[src/lpif_pkg.sv]
////////////////////////////////////////////////////////////
// LPIF link shared definitions
// Widths, flit layout and receive sync states
////////////////////////////////////////////////////////////

`default_nettype none

package lpif_pkg;

  ////////////////////////////////////////////////////////////
  // Widths

  // User data bus
  localparam int DATA_W = 64;

  // Flit after padding
  // Must divide evenly by 2, 4 and 8 lanes
  localparam int FLIT_W = 96;

  // Per-lane rolling sequence marker
  localparam int MRK_W = 2;

  // Bits taken by the user fields
  localparam int FLIT_USED_W = 4 + 2 + DATA_W + 1 + 16 + 1 + 1;

  // Zero fill up to the full flit
  localparam int FLIT_PAD_W = FLIT_W - FLIT_USED_W;

  ////////////////////////////////////////////////////////////
  // Types

  // One cycle of user fields
  // Pad sits at the top, valid at bit 0
  typedef struct packed {
    logic [FLIT_PAD_W-1:0] pad;
    logic [3:0]            state;
    logic [1:0]            protid;
    logic [DATA_W-1:0]     data;
    logic                  dvalid;
    // CRC carried through untouched
    logic [15:0]           crc;
    logic                  crc_valid;
    logic                  valid;
  } lpif_flit_t;

  // Receive online sequencing
  // Word alignment wait, then sync wait
  typedef enum logic [1:0] {
    SYNC_OFF,
    SYNC_WAIT_X,
    SYNC_WAIT_YZ,
    SYNC_ONLINE
  } lpif_sync_e;

endpackage

`default_nettype wire

[src/lpif_auto_sync.sv]
////////////////////////////////////////////////////////////
// LPIF auto sync
// Holds off tx and rx online by programmable counts
////////////////////////////////////////////////////////////

`default_nettype none

module lpif_auto_sync (
  input  logic       clk_wr,
  input  logic       rst,
  input  logic       tx_online,
  input  logic       rx_online,
  input  logic [7:0] delay_x_value,
  input  logic [7:0] delay_xz_value,
  input  logic [7:0] delay_yz_value,
  output logic       tx_online_delay,
  output logic       rx_online_delay,
  output logic       stb_bit
);

  import lpif_pkg::*;

  logic [7:0] tx_cnt_q;
  logic       tx_online_q;

  lpif_sync_e rx_state_q;
  lpif_sync_e rx_state_d;
  logic [7:0] rx_cnt_q;
  logic [7:0] rx_cnt_d;

  ////////////////////////////////////////////////////////////
  // Transmit delay

  // Count cycles of tx_online, saturating
  // Online latches once the count reaches delay_xz_value
  always_ff @(posedge clk_wr) begin
    if (rst) begin
      tx_cnt_q    <= '0;
      tx_online_q <= 1'b0;
    end else if (!tx_online) begin
      // Drop straight away, restart the wait
      tx_cnt_q    <= '0;
      tx_online_q <= 1'b0;
    end else begin
      if (tx_cnt_q != 8'hff) begin
        tx_cnt_q <= tx_cnt_q + 8'd1;
      end
      if (tx_cnt_q >= delay_xz_value) begin
        tx_online_q <= 1'b1;
      end
    end
  end

  ////////////////////////////////////////////////////////////
  // Receive sync FSM

  // Down-counter loaded with count minus one
  // Zero counts skip their phase entirely
  always_comb begin
    rx_state_d = rx_state_q;
    rx_cnt_d   = rx_cnt_q;
    if (!rx_online) begin
      rx_state_d = SYNC_OFF;
      rx_cnt_d   = '0;
    end else begin
      case (rx_state_q)
        SYNC_OFF: begin
          if (delay_x_value != 8'd0) begin
            rx_state_d = SYNC_WAIT_X;
            rx_cnt_d   = delay_x_value - 8'd1;
          end else if (delay_yz_value != 8'd0) begin
            rx_state_d = SYNC_WAIT_YZ;
            rx_cnt_d   = delay_yz_value - 8'd1;
          end else begin
            rx_state_d = SYNC_ONLINE;
          end
        end
        SYNC_WAIT_X: begin
          // Word alignment time
          if (rx_cnt_q != 8'd0) begin
            rx_cnt_d = rx_cnt_q - 8'd1;
          end else if (delay_yz_value != 8'd0) begin
            rx_state_d = SYNC_WAIT_YZ;
            rx_cnt_d   = delay_yz_value - 8'd1;
          end else begin
            rx_state_d = SYNC_ONLINE;
          end
        end
        SYNC_WAIT_YZ: begin
          if (rx_cnt_q != 8'd0) begin
            rx_cnt_d = rx_cnt_q - 8'd1;
          end else begin
            rx_state_d = SYNC_ONLINE;
          end
        end
        default: begin
          // Stay online until rx_online drops
          rx_state_d = SYNC_ONLINE;
        end
      endcase
    end
  end

  always_ff @(posedge clk_wr) begin
    if (rst) begin
      rx_state_q <= SYNC_OFF;
      rx_cnt_q   <= '0;
    end else begin
      rx_state_q <= rx_state_d;
      rx_cnt_q   <= rx_cnt_d;
    end
  end

  // Outputs
  assign tx_online_delay = tx_online_q;
  // Persistent strobe follows the delayed tx online
  assign stb_bit         = tx_online_q;
  assign rx_online_delay = (rx_state_q == SYNC_ONLINE);

endmodule

`default_nettype wire

[src/lpif_flit_pack.sv]
////////////////////////////////////////////////////////////
// LPIF flit pack and unpack
// Upstream fields into a flit, received flit onto dstrm
////////////////////////////////////////////////////////////

`default_nettype none

module lpif_flit_pack (
  input  logic                        clk_wr,
  input  logic                        rst,
  input  logic [3:0]                  ustrm_state,
  input  logic [1:0]                  ustrm_protid,
  input  logic [lpif_pkg::DATA_W-1:0] ustrm_data,
  input  logic                        ustrm_dvalid,
  input  logic [15:0]                 ustrm_crc,
  input  logic                        ustrm_crc_valid,
  input  logic                        ustrm_valid,
  output lpif_pkg::lpif_flit_t        tx_flit,
  input  lpif_pkg::lpif_flit_t        rx_flit,
  input  logic                        rx_flit_ok,
  output logic [3:0]                  dstrm_state,
  output logic [1:0]                  dstrm_protid,
  output logic [lpif_pkg::DATA_W-1:0] dstrm_data,
  output logic                        dstrm_dvalid,
  output logic [15:0]                 dstrm_crc,
  output logic                        dstrm_crc_valid,
  output logic                        dstrm_valid
);

  import lpif_pkg::*;

  lpif_flit_t tx_d;
  lpif_flit_t tx_q;
  lpif_flit_t dstrm_q;

  ////////////////////////////////////////////////////////////
  // Pack

  // Pad bits stay zero
  always_comb begin
    tx_d           = '0;
    tx_d.state     = ustrm_state;
    tx_d.protid    = ustrm_protid;
    tx_d.data      = ustrm_data;
    tx_d.dvalid    = ustrm_dvalid;
    tx_d.crc       = ustrm_crc;
    tx_d.crc_valid = ustrm_crc_valid;
    tx_d.valid     = ustrm_valid;
  end

  // Pack register, first stage toward the lanes
  always_ff @(posedge clk_wr) begin
    if (rst) begin
      tx_q <= '0;
    end else begin
      tx_q <= tx_d;
    end
  end

  assign tx_flit = tx_q;

  ////////////////////////////////////////////////////////////
  // Unpack

  // Blank the whole bus while the receiver is not online
  always_ff @(posedge clk_wr) begin
    if (rst) begin
      dstrm_q <= '0;
    end else if (rx_flit_ok) begin
      dstrm_q <= rx_flit;
    end else begin
      dstrm_q <= '0;
    end
  end

  assign dstrm_state     = dstrm_q.state;
  assign dstrm_protid    = dstrm_q.protid;
  assign dstrm_data      = dstrm_q.data;
  assign dstrm_dvalid    = dstrm_q.dvalid;
  assign dstrm_crc       = dstrm_q.crc;
  assign dstrm_crc_valid = dstrm_q.crc_valid;
  assign dstrm_valid     = dstrm_q.valid;

endmodule

`default_nettype wire

[src/lpif_lane_tx.sv]
////////////////////////////////////////////////////////////
// LPIF lane transmit
// Stripes each flit over the lanes with strobe and marker
////////////////////////////////////////////////////////////

`default_nettype none

module lpif_lane_tx #(
  parameter int LANES = 4
) (
  input  logic                 clk_wr,
  input  logic                 rst,
  input  lpif_pkg::lpif_flit_t tx_flit,
  input  logic                 tx_online_delay,
  input  logic                 stb_bit,
  output logic [LANES*(1+lpif_pkg::MRK_W+lpif_pkg::FLIT_W/LANES)-1:0] tx_phy,
  output logic [31:0]          flit_count
);

  import lpif_pkg::*;

  // Payload bits per lane
  localparam int SLICE_W = FLIT_W / LANES;

  // Lane word with strobe at the top
  typedef struct packed {
    logic               strobe;
    logic [MRK_W-1:0]   marker;
    logic [SLICE_W-1:0] payload;
  } lpif_lane_t;

  logic [MRK_W-1:0]       mrk_q;
  logic [FLIT_W-1:0]      flit_bits;
  lpif_lane_t [LANES-1:0] words_d;
  lpif_lane_t [LANES-1:0] words_q;
  logic [31:0]            sent_q;

  assign flit_bits = tx_flit;

  ////////////////////////////////////////////////////////////
  // Marker

  // Held at zero offline so the first online word carries 0
  always_ff @(posedge clk_wr) begin
    if (rst) begin
      mrk_q <= '0;
    end else if (!tx_online_delay) begin
      mrk_q <= '0;
    end else begin
      mrk_q <= mrk_q + MRK_W'(1);
    end
  end

  ////////////////////////////////////////////////////////////
  // Striping

  // Lane i carries slice i so lane 0 gets the low bits
  always_comb begin
    for (int i = 0; i < LANES; i++) begin
      words_d[i].strobe  = stb_bit;
      words_d[i].marker  = mrk_q;
      words_d[i].payload = flit_bits[i*SLICE_W +: SLICE_W];
    end
  end

  // Stripe register
  // Lanes idle at all zeros
  always_ff @(posedge clk_wr) begin
    if (rst) begin
      words_q <= '0;
    end else if (tx_online_delay) begin
      words_q <= words_d;
    end else begin
      words_q <= '0;
    end
  end

  assign tx_phy = words_q;

  // Saturating count of sent valid flits
  always_ff @(posedge clk_wr) begin
    if (rst) begin
      sent_q <= '0;
    end else if (tx_online_delay && tx_flit.valid && (sent_q != '1)) begin
      sent_q <= sent_q + 32'd1;
    end
  end

  assign flit_count = sent_q;

endmodule

`default_nettype wire

[src/lpif_lane_rx.sv]
////////////////////////////////////////////////////////////
// LPIF lane receive
// Gathers lane words into a flit, checks strobe and marker
////////////////////////////////////////////////////////////

`default_nettype none

module lpif_lane_rx #(
  parameter int LANES = 4
) (
  input  logic                 clk_wr,
  input  logic                 rst,
  input  logic [LANES*(1+lpif_pkg::MRK_W+lpif_pkg::FLIT_W/LANES)-1:0] rx_phy,
  input  logic                 rx_online_delay,
  output lpif_pkg::lpif_flit_t rx_flit,
  output logic                 rx_flit_ok,
  output logic [31:0]          err_count
);

  import lpif_pkg::*;

  localparam int SLICE_W = FLIT_W / LANES;

  // Same layout as the transmit lane word
  typedef struct packed {
    logic               strobe;
    logic [MRK_W-1:0]   marker;
    logic [SLICE_W-1:0] payload;
  } lpif_lane_t;

  lpif_lane_t [LANES-1:0] words;
  logic [FLIT_W-1:0]      gather_d;
  lpif_flit_t             flit_q;
  logic                   ok_q;
  logic [MRK_W-1:0]       exp_mrk_q;
  logic                   exp_vld_q;
  logic                   lane_err;
  logic [31:0]            err_q;

  assign words = rx_phy;

  ////////////////////////////////////////////////////////////
  // Gather and check

  // Reassemble slices in lane order
  // Marker only checked once an expectation exists
  always_comb begin
    gather_d = '0;
    lane_err = 1'b0;
    for (int i = 0; i < LANES; i++) begin
      gather_d[i*SLICE_W +: SLICE_W] = words[i].payload;
      if (!words[i].strobe) begin
        lane_err = 1'b1;
      end
      if (exp_vld_q && (words[i].marker != exp_mrk_q)) begin
        lane_err = 1'b1;
      end
    end
  end

  // Gather register
  // Payload forwarded even on error
  always_ff @(posedge clk_wr) begin
    flit_q <= gather_d;
  end

  // First online word seeds the expected marker from lane 0
  // Free-running after that so one bad word costs one error
  always_ff @(posedge clk_wr) begin
    if (rst) begin
      ok_q      <= 1'b0;
      exp_vld_q <= 1'b0;
      exp_mrk_q <= '0;
    end else begin
      ok_q <= rx_online_delay;
      if (!rx_online_delay) begin
        exp_vld_q <= 1'b0;
        exp_mrk_q <= '0;
      end else if (!exp_vld_q) begin
        exp_vld_q <= 1'b1;
        exp_mrk_q <= words[0].marker + MRK_W'(1);
      end else begin
        exp_mrk_q <= exp_mrk_q + MRK_W'(1);
      end
    end
  end

  // Saturating count of error cycles while online
  always_ff @(posedge clk_wr) begin
    if (rst) begin
      err_q <= '0;
    end else if (rx_online_delay && lane_err && (err_q != '1)) begin
      err_q <= err_q + 32'd1;
    end
  end

  assign rx_flit    = flit_q;
  assign rx_flit_ok = ok_q;
  assign err_count  = err_q;

endmodule

`default_nettype wire

[src/lpif_link_top.sv]
////////////////////////////////////////////////////////////
// LPIF slave link top
// Auto sync, flit pack, lane transmit and lane receive
////////////////////////////////////////////////////////////

`default_nettype none

module lpif_link_top #(
  parameter int LANES = 4
) (
  input  logic                        clk_wr,
  input  logic                        rst,
  // Control
  input  logic                        tx_online,
  input  logic                        rx_online,
  input  logic [7:0]                  delay_x_value,
  input  logic [7:0]                  delay_xz_value,
  input  logic [7:0]                  delay_yz_value,
  // PHY lanes
  output logic [LANES*(1+lpif_pkg::MRK_W+lpif_pkg::FLIT_W/LANES)-1:0] tx_phy,
  input  logic [LANES*(1+lpif_pkg::MRK_W+lpif_pkg::FLIT_W/LANES)-1:0] rx_phy,
  // Downstream user bus
  output logic [3:0]                  dstrm_state,
  output logic [1:0]                  dstrm_protid,
  output logic [lpif_pkg::DATA_W-1:0] dstrm_data,
  output logic                        dstrm_dvalid,
  output logic [15:0]                 dstrm_crc,
  output logic                        dstrm_crc_valid,
  output logic                        dstrm_valid,
  // Upstream user bus
  input  logic [3:0]                  ustrm_state,
  input  logic [1:0]                  ustrm_protid,
  input  logic [lpif_pkg::DATA_W-1:0] ustrm_data,
  input  logic                        ustrm_dvalid,
  input  logic [15:0]                 ustrm_crc,
  input  logic                        ustrm_crc_valid,
  input  logic                        ustrm_valid,
  // Debug
  output logic [31:0]                 rx_downstream_debug_status,
  output logic [31:0]                 tx_upstream_debug_status
);

  import lpif_pkg::*;

  lpif_flit_t tx_flit;
  lpif_flit_t rx_flit;
  logic       rx_flit_ok;
  logic       tx_online_delay;
  logic       rx_online_delay;
  logic       stb_bit;

  ////////////////////////////////////////////////////////////
  // Auto sync
  lpif_auto_sync lpif_auto_sync_i (
    .clk_wr          (clk_wr),
    .rst             (rst),
    .tx_online       (tx_online),
    .rx_online       (rx_online),
    .delay_x_value   (delay_x_value),
    .delay_xz_value  (delay_xz_value),
    .delay_yz_value  (delay_yz_value),
    .tx_online_delay (tx_online_delay),
    .rx_online_delay (rx_online_delay),
    .stb_bit         (stb_bit)
  );

  ////////////////////////////////////////////////////////////
  // User side
  lpif_flit_pack lpif_flit_pack_i (
    .clk_wr          (clk_wr),
    .rst             (rst),
    .ustrm_state     (ustrm_state),
    .ustrm_protid    (ustrm_protid),
    .ustrm_data      (ustrm_data),
    .ustrm_dvalid    (ustrm_dvalid),
    .ustrm_crc       (ustrm_crc),
    .ustrm_crc_valid (ustrm_crc_valid),
    .ustrm_valid     (ustrm_valid),
    .tx_flit         (tx_flit),
    .rx_flit         (rx_flit),
    .rx_flit_ok      (rx_flit_ok),
    .dstrm_state     (dstrm_state),
    .dstrm_protid    (dstrm_protid),
    .dstrm_data      (dstrm_data),
    .dstrm_dvalid    (dstrm_dvalid),
    .dstrm_crc       (dstrm_crc),
    .dstrm_crc_valid (dstrm_crc_valid),
    .dstrm_valid     (dstrm_valid)
  );

  ////////////////////////////////////////////////////////////
  // PHY side
  lpif_lane_tx #(
    .LANES (LANES)
  ) lpif_lane_tx_i (
    .clk_wr          (clk_wr),
    .rst             (rst),
    .tx_flit         (tx_flit),
    .tx_online_delay (tx_online_delay),
    .stb_bit         (stb_bit),
    .tx_phy          (tx_phy),
    .flit_count      (tx_upstream_debug_status)
  );

  lpif_lane_rx #(
    .LANES (LANES)
  ) lpif_lane_rx_i (
    .clk_wr          (clk_wr),
    .rst             (rst),
    .rx_phy          (rx_phy),
    .rx_online_delay (rx_online_delay),
    .rx_flit         (rx_flit),
    .rx_flit_ok      (rx_flit_ok),
    .err_count       (rx_downstream_debug_status)
  );

endmodule

`default_nettype wire

[config.mk]
export PLATFORM = sky130hd
export DESIGN_NAME = lpif_link_top
export DESIGN_NICKNAME = d
export VERILOG_FILES = /design/src/lpif_pkg.sv /design/src/lpif_auto_sync.sv /design/src/lpif_flit_pack.sv /design/src/lpif_lane_tx.sv /design/src/lpif_lane_rx.sv /design/src/lpif_link_top.sv
export SDC_FILE = /design/constraint.sdc
export NUM_CORES = 1
export LEC_CHECK = 0
export BUFFER_PORTS_ARGS = -buffer_cell sky130_fd_sc_hd__buf_2
export CAP_MARGIN = 25
export CORE_AREA = 4 4 187 189
export DETAILED_ROUTE_END_ITERATION = 16
export DIE_AREA = 0 0 191 193
export PLACE_DENSITY = 0.81
export SLEW_MARGIN = 20
export SYNTH_ARGS = -nofsm -noshare
export SYNTH_HDL_FRONTEND = slang
export SYNTH_HIERARCHICAL = 1
export SYNTH_SLANG_ARGS = --single-unit
[constraint.sdc]
create_clock -name clk_wr -period 5.1 [get_ports clk_wr]
set_clock_uncertainty 0.2 [all_clocks]
set_input_delay 0.255 -clock clk_wr [delete_from_list [all_inputs] [get_ports clk_wr]]
set_output_delay 0.255 -clock clk_wr [all_outputs]
set_load 0.03 [all_outputs]
==> results of run 1 <==
## cell type report
type / count / area [sq um] / area share, %
clock inverters: 20 / 268 / 1.27
flip-flops and latches: 454 / 9090 / 43.1
well taps: 448 / 561 / 2.66
clock buffers: 58 / 1220 / 5.81
repair buffers: 676 / 4370 / 20.7
multi-input cells: 806 / 5460 / 25.9
inverters: 28 / 105 / 0.498
diodes: 8 / 20.0 / 0.0949
## power by group through the flow
stage               clock network [mW]  registers (mW)  logic [mW]
detailed placement                   0            3.74       0.339
CTS                               3.38            3.66       0.464
floorplan                            0            3.74       0.196
finish                            3.35            3.67       0.478
global route                      3.56            3.67       0.514
global placement                     0            3.74       0.328
## metal layers
metal  vias to the layer above  GRT usage [%]  routed length, microns
li1                       5999              -                       -
met1                      6051           25.2                   16800
met2                       626           44.0                   23800
met3                       145           7.35                    4130
met4                         2           11.4                    2070
met5                         -              0                      13
## final timing paths
kind | endpoint | depth (start not counted)
setup reg to reg | lpif_auto_sync_i/rx_cnt_q[7]$_SDFFE_PP0P_ | 9
hold reg to reg | lpif_lane_tx_i/tx_phy[30]$_SDFF_PP0_ | 1
hold / removal | lpif_auto_sync_i/rx_cnt_q[4]$_SDFFE_PP0P_ | 4
setup / recovery | lpif_auto_sync_i/rx_cnt_q[7]$_SDFFE_PP0P_ | 9
## state kept, by name, indices dropped and copies added, names as in the netlist, 2 cells and up
signal,cells
lpif_auto_sync_i/rx_state_q,2
lpif_lane_tx_i/tx_phy,99
lpif_flit_pack_i/dstrm_crc,16
lpif_lane_rx_i/rx_flit,89
lpif_lane_tx_i/flit_count,32
lpif_flit_pack_i/dstrm_data,64
lpif_auto_sync_i/tx_cnt_q,8
lpif_flit_pack_i/dstrm_state,4
lpif_auto_sync_i/rx_cnt_q,8
lpif_lane_rx_i/exp_mrk_q,2
lpif_lane_rx_i/err_count,32
lpif_flit_pack_i/tx_flit,89
lpif_flit_pack_i/dstrm_protid,2
lpif_lane_tx_i/mrk_q,2
## critical path, delay by kind of cell, from the launching register on
kind / cells / cell delay (ps)
DFF: 1 / 380
and+or+nand+nor: 2 / 370
AOI/OAI and AO/OA: 2 / 280
adders and majority gates: 1 / 580
buffers and inverters: 4 / 1630
## placed cells by master (no fill, tap or decap), types with 14 or more instances in the layout
cell	count
and3b_1	89
o31ai_1	19
or3_1	26
o21ai_0	38
nand3_1	30
inv_1	27
dfxtp_1	453
nand2_1	40
clkbuf_16	45
a21oi_1	53
and3_1	14
dlygate4sd3_1	192
xnor2_1	14
nor3_1	14
or4_1	15
nor2_1	48
and4_1	16
nor2b_1	102
nand4_1	22
buf_2	477
and2_1	110
ha_1	19
==> results.md, run 1 <==
* Nets at approximately 2300
* Startpoint class of the critical path: flop
* Worst hold margin at between 50 and 60 ps
* CP startpoint: lpif_auto_sync_i/rx_state_q[0]$_SDFFE_PP0P_
* Final wirelength at roughly 47000 microns
* # fillers at between 2000 and 2500
* CTS tree: yes
* Static Leak at 9.86 nW
* Data required, critical path at between 5000 and 6000 ps
* I/O pin count at 486
* Initial DRC Count at 646
* Min-delay src: delay_x_value[4]
* Flop-to-flop setup slack at 1600 ps
* # rows at 67
* Synth warn at 6
* Clock Latency Late Sink at between 500 and 600 ps
* Crit path time final at roughly 3500 ps
* Initial antenna violation count at 8
* Core region area at 33300 sq um
* Post-Syn Area at 15100 sq um
* Crit-path slowest cell: ha_1
* Largest net degree at the start of global routing at between 90 and 100
* Critical path class: reg2reg
* Slew Limit Fails at 0
* Run status: finished, final reports clean
* Area of the die at about 37000 sq um
* Flop pwr share at between 40% and 50%
* Clock Power Share at between 40% and 50%
* Max Fclk at 286 MHz
* Pwr dens at ~360 nW/um^2
* Critical Path Max Stage Delay at 580 ps
* Worst EP arrival at 3790 ps
* Area post-placement at 17700 sq um
* Final Util at a little under two thirds
* Congestion Overflow GR at 0
* Cts bufs inserted at between 40 and 50
* Horiz. Die Dim at approximately 190 microns
* Relative slew slack at between 40% and 50%
* Worst vdd ir at approximately 0.32 mV
* Combinational Power Share at under 10%
* Critical Path Sink Type: flop
* Crit path top cell by count: dlygate4sd3_1
* Via/cell ratio at roughly 5
* Switching Fraction at between 20% and 30%
* First-pass GRT wire length at 70200 microns
* GRT Resource Usage Total at 24.0%
* TritonCTS Sinks at approximately 450
* DR vias at roughly 13000
* RSZ-0062 raised after global routing: no
* Final Hold Vio Count at 0
* Cells after DPL at around 2200
* CTS HTree Levels at 2
* Hold_buf cts at 192
* Area Growth Syn to Fin at 39.9%
* Least-Margin Pin Slew at between 800 and 900 ps
* Ratio of cells with drive above 1 in the final layout at roughly 29%
* Setup Buffers After CTS at 0
* Clk buf depth at 3
* WL/cell at 18.7 microns
* Gpl congestion at 0.899
* Cells along the critical path: inv_1, ha_1, clkinv_1, nand3_1, nand2_1, o211a_1, dlygate4sd3_1, a21oi_1, dlygate4sd3_1
* PortBufs at around 480
* Finished Layout Cells at ~2500
* CTS clock-pin slew for the worst setup and hold paths at around 60 ps
* Post-route setup slack at between 1500 and 2000 ps
* Hpwl dp at 28300 microns
* MaxCap Viol Count at 0
* Vert. Die Dim at 193 microns
* Critical path peak fanout at 12
* Sw power at between 1.5 and 2 mW
* Period utilization at between 60% and 70%
* Final setup fails at 0
* Syn_area_per_cell at between 10 and 15 sq um
* CTS resizes at 0
* Reg-to-Reg Start: lpif_auto_sync_i/rx_state_q[0]$_SDFFE_PP0P_
* Setup_tns at 0 ps
* Worst hold path type: in2reg
* Root buf cell: clkbuf_16
* Pint at between 5 and 6 mW
* Total chip power at about 7.5 mW
* First-pass DRT Iterations at 7
* DRT antenna net count at 0
* Post-Place Setup Slack at roughly 2300 ps
* Vias in the first global route at between 10000 and 15000
* Initial Util at 45.3%
* Final instance area at roughly 21000 sq um
* Cells after Synth at about 1400
* # DRC at 0
Note: power is estimated with default switching activity, not from simulation.
==> run 2, diff against run 1 <==
--- a/config.mk
+++ b/config.mk
@@ -7,10 +7,10 @@
 export LEC_CHECK = 0
 export BUFFER_PORTS_ARGS = -buffer_cell sky130_fd_sc_hd__buf_2
 export CAP_MARGIN = 25
-export CORE_AREA = 4 4 187 189
+export CORE_MARGIN = 4
+export CORE_UTILIZATION = 46
 export DETAILED_ROUTE_END_ITERATION = 16
-export DIE_AREA = 0 0 191 193
-export PLACE_DENSITY = 0.81
+export PLACE_DENSITY = 0.84
 export SLEW_MARGIN = 20
 export SYNTH_ARGS = -nofsm -noshare
 export SYNTH_HDL_FRONTEND = slang
==> constraint.sdc (replaced) <==
create_clock -name clk_wr -period 3 [get_ports clk_wr]
set_clock_uncertainty 0.2 [all_clocks]
set_input_delay 0.15 -clock clk_wr [delete_from_list [all_inputs] [get_ports clk_wr]]
set_output_delay 0.15 -clock clk_wr [all_outputs]
set_load 0.03 [all_outputs]
==> run 2 against run 1 <==
Against the previous run: utilization is 2.7 points higher; worst setup slack worse by 1500 ps; critical path depth is 1 lower; routed wire length is 2.1% higher; power is 72% higher; sequential share of layout area is 0.70 points lower; first-iteration DRC count is 18% higher; die area is 3.0% lower; global-route usage is 1.3 points higher; highest routed layer unchanged.
==> results.md, run 2 (synthesis gave the netlist of run 1 again) <==
* Run status: finished, final reports clean
* Period utilization at a little over nine tenths
* Critical Path Sink Type: flop
* Final setup fails at 0 (unchanged)
* Startpoint class of the critical path: input pin
* Via/cell ratio at 5.20 (+1.3%)
* Combinational Power Share at 6.7% (+0.3 points)
* Nets at 2284 (+1.3%)
* # rows at 66 (-1.5%)
* RSZ-0062 raised after global routing: no
* Critical path class: in2reg
* Slew Limit Fails at 0 (unchanged)
* Pint at 10.0 mW (+71%)
* Final wirelength at 47800 microns (+2.1%)
* Most frequent cells in the layout: buf_2 (477), dfxtp_1 (453), dlygate4sd3_1 (214)
* Initial antenna violation count at 8 (unchanged)
* Least-Margin Pin Slew at 843 ps (-23.6 ps)
* Setup_tns at 0 ps (unchanged)
* First-pass DRT Iterations at 5 (-2)
* Initial DRC Count at 763 (+18%)
* Initial Util at 46.5% (+1.2 points)
* Hpwl dp at 28200 microns (-0.32%)
* Final Hold Vio Count at 0 (unchanged)
* Pwr dens at 602 nW/um^2 (+69%)
* Clock Power Share at 45.0% (+0.3 points)
* WL/cell at 18.9 microns (+1.0%)
* First-pass GRT wire length at 73400 microns (+4.6%)
* Area Growth Syn to Fin at 42.2%
* I/O pin count at 486 (unchanged)
* GRT Resource Usage Total at 25.3% (+1.3 points)
* PortBufs at 478 (unchanged)
* Clk buf depth at 3 (unchanged)
* Sw power at 2.92 mW (+77%)
* Largest net degree at the start of global routing at 142 (+43%)
* Root buf cell: clkbuf_16
* Vert. Die Dim at 189 microns (-2.0%)
* Data required, critical path at 3240 ps (-2150 ps)
* # DRC at 0 (unchanged)
* CTS tree: yes
* Ratio of cells with drive above 1 in the final layout at 29.0% (+0.35 points)
* Max Fclk at 348 MHz
* TritonCTS Sinks at 454 (unchanged)
* Vias in the first global route at 13570 (+4.5%)
* Gpl congestion at 0.896 (-0.27%)
* DR vias at 13134 (+2.4%)
* Cts bufs inserted at 45 (+2.3%)
* Total chip power at 12.9 mW (+72%)
* Max reg flops at 99 (unchanged)
* CTS HTree Levels at 2 (unchanged)
* Switching Fraction at 22.6% (+0.56 points)
* Area of the die at 35700 sq um (-3.0%)
* Worst vdd ir at 0.537 mV (+67%)
* Crit path time final at about 2900 ps
* Static Leak at 10.0 nW (+1.6%)
* Commonest non-fill, non-tap cell in the layout: buf_2
* Clock Latency Late Sink at 540 ps (-20 ps)
* DRT antenna net count at 0 (unchanged)
* Worst hold path type: in2reg
* Critical path peak fanout at 9 (-3)
* MaxCap Viol Count at 0 (unchanged)
* Core region area at 32500 sq um (-2.5%)
* Worst EP arrival at 3110 ps (-680 ps)
* Relative slew slack at 43.8% (+1.6 points)
* CTS clock-pin slew for the worst setup and hold paths at 70 ps (about the same)
* Horiz. Die Dim at 189 microns (-1.0%)
* Flop pwr share at 48.4% (-0.5 points)
* Congestion Overflow GR at 0 (unchanged)
-- run 2: changes by cell type in the layout (fill, tap and decap cells not counted), moves of 2 or more --
| cell | before | now |
|---|---|---|
| dlygate4sd3_1 | 192 | 214 |
| buf_4 | 6 | 11 |
| clkinv_4 | 0 | 4 |
| buf_12 | 0 | 2 |
| clkinv_2 | 11 | 7 |
| clkinvlp_4 | 1 | 7 |
| clkbuf_1 | 8 | 5 |
-- run 2: power groups by stage --
stage	Clock, mW	Sequential [mW]	Combinational [mW]
finish	5.80	6.24	0.864
global placement	0	6.36	0.562
detailed placement	0	6.37	0.575
CTS	5.86	6.23	0.811
floorplan	0	6.36	0.333
global route	6.14	6.25	0.928
-- run 2: final timing paths --
check / end / slack (ps) / cells after the start / from
max: lpif_auto_sync_i/rx_cnt_q[6]$_SDFFE_PP0P_ / 130 / 8 / delay_yz_value[2]
min: lpif_lane_rx_i/rx_flit[8]$_DFF_P_ / 40 / 2 / rx_phy[8]
max reg2reg: lpif_auto_sync_i/rx_cnt_q[7]$_SDFFE_PP0P_ / 180 / 8 / lpif_auto_sync_i/rx_cnt_q[0]$_SDFFE_PP0P_
min reg2reg: lpif_lane_tx_i/tx_phy[81]$_SDFF_PP0_ / 220 / 1 / lpif_flit_pack_i/tx_flit[72]$_SDFF_PP0_
-- run 2: metrics by stage --
| step | cell area, sq um | worst slack, ps | cells | util [%] | hold slack, ps |
|---|---|---|---|---|---|
| after floorplan | 15100 | 563 | 1374 | - | -22.3 |
| after CTS | 21400 | 32.6 | 2513 | 65.9 | 2.50 |
| final | 21400 | 126 | 2526 | 66.1 | 40.2 |
| after global placement | 17700 | 566 | 2216 | 54.5 | 52.1 |
| after global routing | 21400 | 2.56 | 2524 | 66.1 | 16.5 |
| after detailed placement | 17700 | 491 | 2216 | 54.5 | 53.6 |
-- run 2: area by class of cell --
class,count,area [sq um]
inverter,28,105
clock inverter,26,288
clock buffer,57,1250
tap,442,553
multi-input combinational,806,5480
sequential,454,9090
timing repair buffer,705,4660
antenna,8,20.0
fill,2244,11000
-- run 2: metal layers --
| layer | global-route usage (%) | up-vias | share of wire (%) |
|---|---|---|---|
| li1 | - | 6057 | - |
| met1 | 27.3 | 6246 | 36 |
| met2 | 46.1 | 665 | 50 |
| met3 | 6.71 | 164 | 8.5 |
| met4 | 11.7 | 2 | 5.1 |
| met5 | 0 | - | 0.023 |
-- run 2: critical path, stage by stage --
cell	delay, ps
dlygate4sd3_1	540
buf_2	150
or3b_2	570
o31ai_1	210
dlygate4sd3_1	570
o211ai_1	90
dlygate4sd3_1	580
a31o_2	240
-- run 2: timing repair --
item                       in CTS  in global routing
hold endpoints to repair      247                  0
resized for setup               0                  3
hold buffers                  214                  0
setup endpoints to repair       0                  4
buffers inserted                0                  5
